==> src/hdl/cce_pkg.sv <==
////////////////////////////////////////
// Widths, vector types, message enums and
// header structs for the coherence engine.
////////////////////////////////////////

package cce_pkg;

  localparam int PADDR_WIDTH_LP  = 32;
  localparam int LCE_ID_WIDTH_LP = 2;
  localparam int CNT_WIDTH_LP    = 32;

  typedef logic [PADDR_WIDTH_LP-1:0]  paddr_t;
  typedef logic [LCE_ID_WIDTH_LP-1:0] lce_id_t;
  typedef logic [CNT_WIDTH_LP-1:0]    cnt_t;

  // Requests from the LCE.
  typedef enum logic [1:0] {
    e_req_rd_miss = 2'd0,
    e_req_wr_miss = 2'd1,
    e_req_uc_rd   = 2'd2,
    e_req_uc_wr   = 2'd3
  } req_type_e;

  typedef enum logic [1:0] {
    e_cmd_data    = 2'd0, // Cached fill.
    e_cmd_uc_data = 2'd1, // Uncached read return.
    e_cmd_uc_done = 2'd2  // Uncached write completion.
  } lce_cmd_type_e;

  typedef enum logic [0:0] {
    e_resp_coh_ack = 1'b0
  } lce_resp_type_e;

  typedef enum logic [0:0] {
    e_mem_rd = 1'b0,
    e_mem_wr = 1'b1
  } mem_op_e;

  typedef struct packed {
    req_type_e msg_type;
    paddr_t    addr;
    lce_id_t   lce_id;
  } lce_req_hdr_s;

  typedef struct packed {
    lce_cmd_type_e msg_type;
    paddr_t        addr;
    lce_id_t       lce_id;
  } lce_cmd_hdr_s;

  typedef struct packed {
    lce_resp_type_e msg_type;
    paddr_t         addr;
    lce_id_t        lce_id;
  } lce_resp_hdr_s;

  // Memory commands and responses share this layout.
  typedef struct packed {
    mem_op_e opcode;
    paddr_t  addr;
    lce_id_t lce_id;
  } mem_hdr_s;

endpackage

==> src/hdl/cce_counter.sv <==
////////////////////////////////////////
// Saturating counter with clear and up.
////////////////////////////////////////

`timescale 1ns/1ps

module cce_counter
  import cce_pkg::*;
(
  input  logic clk_i,
  input  logic reset_i,
  input  logic clear_i,
  input  logic up_i,
  output cnt_t count_o
);

  cnt_t count_r;

  always_ff @(posedge clk_i) begin
    if (reset_i) begin
      count_r <= '0;
    end else if (clear_i) begin
      count_r <= '0; // Clear wins over up.
    end else if (up_i && (count_r != '1)) begin
      count_r <= count_r + 1'b1; // Holds at the maximum.
    end
  end

  assign count_o = count_r;

endmodule

==> src/hdl/cce_req_engine.sv <==
////////////////////////////////////////
// Request engine serving one LCE request
// through memory and back to the LCE.
////////////////////////////////////////

`timescale 1ns/1ps

module cce_req_engine
  import cce_pkg::*;
(
  input  logic          clk_i,
  input  logic          reset_i,

  input  logic          lce_req_v_i,
  input  lce_req_hdr_s  lce_req_hdr_i,
  output logic          lce_req_ready_o,

  output logic          mem_cmd_v_o,
  output mem_hdr_s      mem_cmd_hdr_o,

  input  logic          mem_resp_v_i,
  input  mem_hdr_s      mem_resp_hdr_i,

  output logic          lce_cmd_v_o,
  output lce_cmd_hdr_s  lce_cmd_hdr_o,

  input  logic          lce_resp_v_i,
  input  lce_resp_hdr_s lce_resp_hdr_i,

  output logic          req_start_o,
  output logic          req_end_o,
  output lce_req_hdr_s  req_hdr_o
);

  typedef enum logic [2:0] {
    e_ready,
    e_mem_cmd,
    e_mem_wait,
    e_lce_cmd,
    e_ack_wait
  } state_e;

  state_e       state_r;
  state_e       state_n;
  lce_req_hdr_s req_r;
  logic         accept;
  logic         ack_done;
  logic         needs_ack;
  mem_op_e      mem_op;
  lce_cmd_type_e cmd_type;

  assign accept    = lce_req_v_i & lce_req_ready_o;
  assign needs_ack = (req_r.msg_type == e_req_wr_miss);
  assign ack_done  = (state_r == e_ack_wait) & lce_resp_v_i
                   & (lce_resp_hdr_i.msg_type == e_resp_coh_ack);

  always_comb begin
    state_n = state_r;
    case (state_r)
      e_ready:    if (accept) state_n = e_mem_cmd;
      e_mem_cmd:  state_n = e_mem_wait;
      e_mem_wait: if (mem_resp_v_i) state_n = e_lce_cmd;
      e_lce_cmd:  state_n = needs_ack ? e_ack_wait : e_ready;
      e_ack_wait: if (ack_done) state_n = e_ready;
      default:    state_n = e_ready;
    endcase
  end

  always_ff @(posedge clk_i) begin
    if (reset_i) begin
      state_r <= e_ready;
    end else begin
      state_r <= state_n;
    end
  end

  always_ff @(posedge clk_i) begin
    if (accept) begin
      req_r <= lce_req_hdr_i;
    end
  end

  // Only an uncached write stores to memory.
  always_comb begin
    case (req_r.msg_type)
      e_req_uc_wr: mem_op = e_mem_wr;
      default:     mem_op = e_mem_rd;
    endcase
  end

  always_comb begin
    case (req_r.msg_type)
      e_req_uc_rd: cmd_type = e_cmd_uc_data;
      e_req_uc_wr: cmd_type = e_cmd_uc_done;
      default:     cmd_type = e_cmd_data;
    endcase
  end

  assign lce_req_ready_o = (state_r == e_ready);

  assign mem_cmd_v_o          = (state_r == e_mem_cmd);
  assign mem_cmd_hdr_o.opcode = mem_op;
  assign mem_cmd_hdr_o.addr   = req_r.addr;
  assign mem_cmd_hdr_o.lce_id = req_r.lce_id;

  assign lce_cmd_v_o            = (state_r == e_lce_cmd);
  assign lce_cmd_hdr_o.msg_type = cmd_type;
  assign lce_cmd_hdr_o.addr     = req_r.addr;
  assign lce_cmd_hdr_o.lce_id   = req_r.lce_id;

  assign req_start_o = accept;
  assign req_end_o   = ((state_r == e_lce_cmd) & ~needs_ack) | ack_done;
  assign req_hdr_o   = lce_req_ready_o ? lce_req_hdr_i : req_r; // Accepted header at start.

  // The outside holds new requests while the engine is busy.
  req_only_when_ready_a: assert property (
    @(posedge clk_i) disable iff (reset_i)
    lce_req_v_i |-> lce_req_ready_o
  );

  mem_resp_matches_a: assert property (
    @(posedge clk_i) disable iff (reset_i)
    mem_resp_v_i |-> (state_r == e_mem_wait) && (mem_resp_hdr_i.addr == req_r.addr)
  );

  lce_resp_matches_a: assert property (
    @(posedge clk_i) disable iff (reset_i)
    lce_resp_v_i |-> (state_r == e_ack_wait) && (lce_resp_hdr_i.lce_id == req_r.lce_id)
  );

endmodule

==> src/hdl/cce_perf_monitor.sv <==
////////////////////////////////////////
// Latency, cycle and request statistics
// taken from the engine's strobes.
////////////////////////////////////////

`timescale 1ns/1ps

module cce_perf_monitor
  import cce_pkg::*;
(
  input  logic         clk_i,
  input  logic         reset_i,
  input  logic         req_start_i,
  input  logic         req_end_i,
  input  lce_req_hdr_s req_hdr_i,
  output logic         stat_v_o,
  output cnt_t         last_latency_o,
  output cnt_t         total_cycles_o,
  output cnt_t         idle_cycles_o,
  output cnt_t         req_count_o,
  output req_type_e    last_op_o
);

  logic         open_r;
  lce_req_hdr_s hdr_r;
  cnt_t         lat_cnt;
  cnt_t         req_count_r;

  cce_counter i_latency_counter (
    .clk_i   (clk_i),
    .reset_i (reset_i),
    .clear_i (req_start_i),
    .up_i    (open_r),
    .count_o (lat_cnt)
  );

  cce_counter i_total_counter (
    .clk_i   (clk_i),
    .reset_i (reset_i),
    .clear_i (1'b0),
    .up_i    (1'b1),
    .count_o (total_cycles_o)
  );

  // The accept cycle still counts as idle.
  cce_counter i_idle_counter (
    .clk_i   (clk_i),
    .reset_i (reset_i),
    .clear_i (1'b0),
    .up_i    (~open_r),
    .count_o (idle_cycles_o)
  );

  always_ff @(posedge clk_i) begin
    if (req_start_i) begin
      hdr_r <= req_hdr_i;
    end
  end

  always_ff @(posedge clk_i) begin
    if (reset_i) begin
      open_r         <= 1'b0;
      stat_v_o       <= 1'b0;
      last_latency_o <= '0;
      last_op_o      <= e_req_rd_miss;
      req_count_r    <= '0;
    end else begin
      stat_v_o <= req_end_i & open_r;
      if (req_start_i) begin
        open_r <= 1'b1;
      end else if (req_end_i) begin
        open_r <= 1'b0;
      end
      if (req_end_i & open_r) begin
        // The counter lags the end cycle by one.
        last_latency_o <= (lat_cnt == '1) ? lat_cnt : cnt_t'(lat_cnt + 1'b1);
        last_op_o      <= hdr_r.msg_type;
        if (req_count_r != '1) begin
          req_count_r <= req_count_r + 1'b1;
        end
      end
    end
  end

  assign req_count_o = req_count_r;

  end_needs_open_a: assert property (
    @(posedge clk_i) disable iff (reset_i)
    req_end_i |-> open_r
  );

endmodule

==> src/hdl/cce_top.sv <==
////////////////////////////////////////
// Top level with the request engine and
// its performance monitor.
////////////////////////////////////////

`timescale 1ns/1ps

module cce_top
  import cce_pkg::*;
(
  input  logic          clk_i,
  input  logic          reset_i,

  input  logic          lce_req_v_i,
  input  lce_req_hdr_s  lce_req_hdr_i,
  output logic          lce_req_ready_o,

  output logic          mem_cmd_v_o,
  output mem_hdr_s      mem_cmd_hdr_o,

  input  logic          mem_resp_v_i,
  input  mem_hdr_s      mem_resp_hdr_i,

  output logic          lce_cmd_v_o,
  output lce_cmd_hdr_s  lce_cmd_hdr_o,

  input  logic          lce_resp_v_i,
  input  lce_resp_hdr_s lce_resp_hdr_i,

  output logic          stat_v_o,
  output cnt_t          last_latency_o,
  output cnt_t          total_cycles_o,
  output cnt_t          idle_cycles_o,
  output cnt_t          req_count_o,
  output req_type_e     last_op_o
);

  logic         req_start;
  logic         req_end;
  lce_req_hdr_s req_hdr;

  cce_req_engine i_engine (
    .clk_i           (clk_i),
    .reset_i         (reset_i),
    .lce_req_v_i     (lce_req_v_i),
    .lce_req_hdr_i   (lce_req_hdr_i),
    .lce_req_ready_o (lce_req_ready_o),
    .mem_cmd_v_o     (mem_cmd_v_o),
    .mem_cmd_hdr_o   (mem_cmd_hdr_o),
    .mem_resp_v_i    (mem_resp_v_i),
    .mem_resp_hdr_i  (mem_resp_hdr_i),
    .lce_cmd_v_o     (lce_cmd_v_o),
    .lce_cmd_hdr_o   (lce_cmd_hdr_o),
    .lce_resp_v_i    (lce_resp_v_i),
    .lce_resp_hdr_i  (lce_resp_hdr_i),
    .req_start_o     (req_start),
    .req_end_o       (req_end),
    .req_hdr_o       (req_hdr)
  );

  cce_perf_monitor i_monitor (
    .clk_i          (clk_i),
    .reset_i        (reset_i),
    .req_start_i    (req_start),
    .req_end_i      (req_end),
    .req_hdr_i      (req_hdr),
    .stat_v_o       (stat_v_o),
    .last_latency_o (last_latency_o),
    .total_cycles_o (total_cycles_o),
    .idle_cycles_o  (idle_cycles_o),
    .req_count_o    (req_count_o),
    .last_op_o      (last_op_o)
  );

endmodule

==> config.mk <==
export PLATFORM = sky130hd
export DESIGN_NAME = cce_top
export DESIGN_NICKNAME = d
export VERILOG_FILES = /design/src/hdl/cce_pkg.sv /design/src/hdl/cce_counter.sv /design/src/hdl/cce_req_engine.sv /design/src/hdl/cce_perf_monitor.sv /design/src/hdl/cce_top.sv
export SDC_FILE = /design/constraint.sdc
export NUM_CORES = 1
export LEC_CHECK = 0
export CORE_ASPECT_RATIO = 1.5
export CORE_MARGIN = 3
export CORE_UTILIZATION = 30
export DETAILED_ROUTE_END_ITERATION = 8
export DONT_BUFFER_PORTS = 1
export GPL_ROUTABILITY_DRIVEN = 0
export GPL_TIMING_DRIVEN = 0
export SLEW_MARGIN = 0
export SYNTH_ARGS = -nofsm -noshare
export SYNTH_HDL_FRONTEND = slang
export SYNTH_SLANG_ARGS = --single-unit
==> constraint.sdc <==
create_clock -name clk_i -period 5.8 [get_ports clk_i]
set_input_delay 0.58 -clock clk_i [delete_from_list [all_inputs] [get_ports clk_i]]
set_output_delay 0.58 -clock clk_i [all_outputs]
set_load 0.02 [all_outputs]
==> metrics.txt <==
VDD IR max=154 µV; Cells after Synth=between 1k and 1.5k; cell taking the most area after synthesis=dfxtp_1; maximum capacitance violations=0; Peak Freq=around 280 MHz; Chip Width=157 µm; first-pass GRT wire length=47800 µm; Reg clk slew, reported paths=approximately 0.06 ns; global route overflow=0; fin crit period=3.59 ns; Clock Skews=0.0182 ns; vias in the first global route=approximately 8.4k; Detailed Place HPWL=23700 µm; CP max stage delay=0.98 ns; row count=82; number of port buffers=0; flip-flop and latch count after synthesis=205; crit share post-route=0.619; FFs w/ async S/R, synth=0; initial antenna violation count=0; HP Class=in -> reg; worst slew pin tran=about 1.3 ns; P_leak=3.54 nW; Post-synth EDFFs=38; Worst slew margin=0.151; Ys Warns=0; top_reg_cell synth=dfxtp_1; Syn Area/Cell=roughly 9.1 µm²; sequential area share after synthesis=0.439; Die Ht=~230 µm; critical path data required time=6.17 ns; Synthesized Nets=1239; fillcell total=approximately 3.4k; Core ar.=33400 µm²; design area=11500 µm²; share of layout cells above drive strength 1=0.142; Critical Path Start Type=flop; nets=1264; TNS Setup=0 ns; Initial Utilization=0.305; Worst Setup Slack, final=2.21 ns; Pins Over Slew Limit=0; final setup vio count=0; Iter 0 DRT Violations=420; clock root buffer master=clkbuf_16; Power Dens Cells=280 nW/µm²; post-synthesis cell type count=63; via count=8827; I/O pins=316; clock tree buffer depth=3; outcome=completed; Post-Place Cell Area=roughly 11000 µm²; WL/cell=19.9 µm; CTS tree=done; Worst-Skew Late Latency=about 0.52 ns; Via density=roughly 5.6; Worst setup EP type=flop; antenna viol nets, final=0; commonest non-fill, non-tap cell in the layout=dfxtp_1; critical path's slowest cell=nor3_1; CP Class=reg -> reg; post-cts sizing count=0; Final Hold Vio Count=0; Max Fanout on Critical Path=42; pin count of the biggest net entering global routing=43; top post-synthesis cells by area=dfxtp_1 (33%), edfxtp_1 (11%), buf_4 (5.4%), a21oi_1 (4.2%), nor2_1 (3.2%); Area Growth Syn to Fin=12.5%; Die Area=around 36000 µm²; H-tree lvl count=1; hold buffers post-CTS=0; Antenna Cells=0; GRT Overall Usage=0.164; detailed-route DRC error count=0; final wirelength=between 30000 and 40000 µm; postcts setup bufs=0; pre-CTS setup slack=2.21 ns; clk sink count=205; CP arrival=approximately 4 ns; worst path cell trace=clkbuf_1 -> nor3_1 -> and2_2 -> or2_2 -> buf_2 -> buf_1 -> a21oi_1; mapped cell area=10200 µm²; number of buffers created by CTS=23; unrepaired setup endpoints after global routing=no; share of the synthesized area in the top cell type=0.328; count of TritonRoute iterations in the first routing pass=7; most frequent cells in the layout=dfxtp_1 (167), nor2_1 (88), a21oi_1 (85)
## layer usage
metal | up-vias | GRT usage | wire length, µm
li1 | 4178 | - | -
met1 | 4265 | 0.164 | 11100
met2 | 310 | 0.311 | 16400
met3 | 74 | 0.0421 | 2490
met4 | 0 | 0.0797 | 1540
met5 | - | 0 | 0
## state kept, by name, summed over array words and instances (netlist names)
signal,count
i_engine.lce_cmd_hdr_o,34
i_engine.req_r,2
i_engine.state_r,3
i_monitor.hdr_r,2
i_monitor.i_idle_counter.count_o,32
i_monitor.i_latency_counter.count_o,32
i_monitor.i_total_counter.count_o,32
i_monitor.last_latency_o,32
i_monitor.last_op_o,2
i_monitor.open_r,1
i_monitor.req_count_o,32
i_monitor.stat_v_o,1
## where the power goes
part           switching, mW  internal, mW
sequential            0.0336          1.49
clock                  0.599         0.861
combinational          0.153        0.0729
## cell usage after synthesis, types with 3 or more instances
cell type  instances
a211oi_1          31
a21oi_1           85
a31oi_1            4
and2_1             8
and3_1            10
and4_1            26
buf_1              4
buf_2             13
buf_4             73
clkbuf_1          43
dfxtp_1          167
edfxtp_1          38
ha_1               4
inv_1             15
mux2_2            14
mux2i_1            6
nand2_1           59
nand2b_1           3
nand3_1           49
nand4_1           41
nand4_2            3
nor2_1            88
nor2b_1           14
nor3_1            17
nor3b_1            4
nor4_1            20
nor4_2             3
nor4b_1            4
o2111ai_1          4
o211ai_1           4
o21ai_0           48
o21bai_1           3
o311ai_0           3
o31ai_1           34
o41ai_1            4
or2_2              4
or3_1             51
or4_1             40
or4b_2             3
xnor2_1           26
xor2_1            26
## path summary, 6_finish.rpt
path	cells after the start	slack, ns	end	start
worst max register to register	7	2.21	i_monitor.i_latency_counter.count_o[16]$_SDFFE_PP0P_	i_engine.state_r[1]$_SDFFE_PP0P_
worst min register to register	2	0.51	i_monitor.last_op_o[1]$_SDFFE_PP0P_	i_monitor.hdr_r[35]$_DFFE_PP_
worst min-delay path	0	0.15	i_engine.lce_cmd_hdr_o[6]$_DFFE_PP_	lce_req_hdr_i[6]
worst max-delay path	7	2.21	i_monitor.i_latency_counter.count_o[16]$_SDFFE_PP0P_	i_engine.state_r[1]$_SDFFE_PP0P_
## area by class of cell
class / instances / area [µm²] / share of cell area
multi-input cells: 767 / 4840 / 0.422
flip-flops and latches: 205 / 4480 / 0.391
plain buffers: 137 / 822 / 0.0716
clock buffers: 32 / 639 / 0.0557
well taps: 420 / 526 / 0.0458
clock inverters: 10 / 106 / 0.00927
inverters: 15 / 56.3 / 0.00491
## cells by family after synthesis
group,Yosys count,share of synthesized area
xor gates and xnor gates,52,0.0446
buffers and inverters,152,0.0861
adders and majority gates,4,0.00490
AOI/OAI and AO/OA,230,0.142
muxes,20,0.0213
and+or+nand+nor,461,0.262
DFF,205,0.439
## worst max-delay path: cells and delay by family (launching register included)
| family | cells | cell delay [ns] |
|---|---|---|
| AND/OR/NAND/NOR | 3 | 2.20 |
| flip-flops | 1 | 0.29 |
| buffers and inverters | 3 | 0.86 |
| AO/OA/AOI/OAI | 1 | 0.07 |
## through the flow
stage | total power [mW] | hold WS, ns | utilization | std cells
after floorplan | 1.73 | 0.471 | - | 1124
after global placement | 1.78 | 0.488 | 0.321 | 1544
after detailed placement | 1.79 | 0.499 | 0.321 | 1544
after CTS | 3.25 | 0.126 | 0.343 | 1586
after global routing | 3.31 | 0.134 | 0.343 | 1586
final | 3.21 | 0.154 | 0.343 | 1586
No activity file was read; power rests on OpenSTA's default activity.
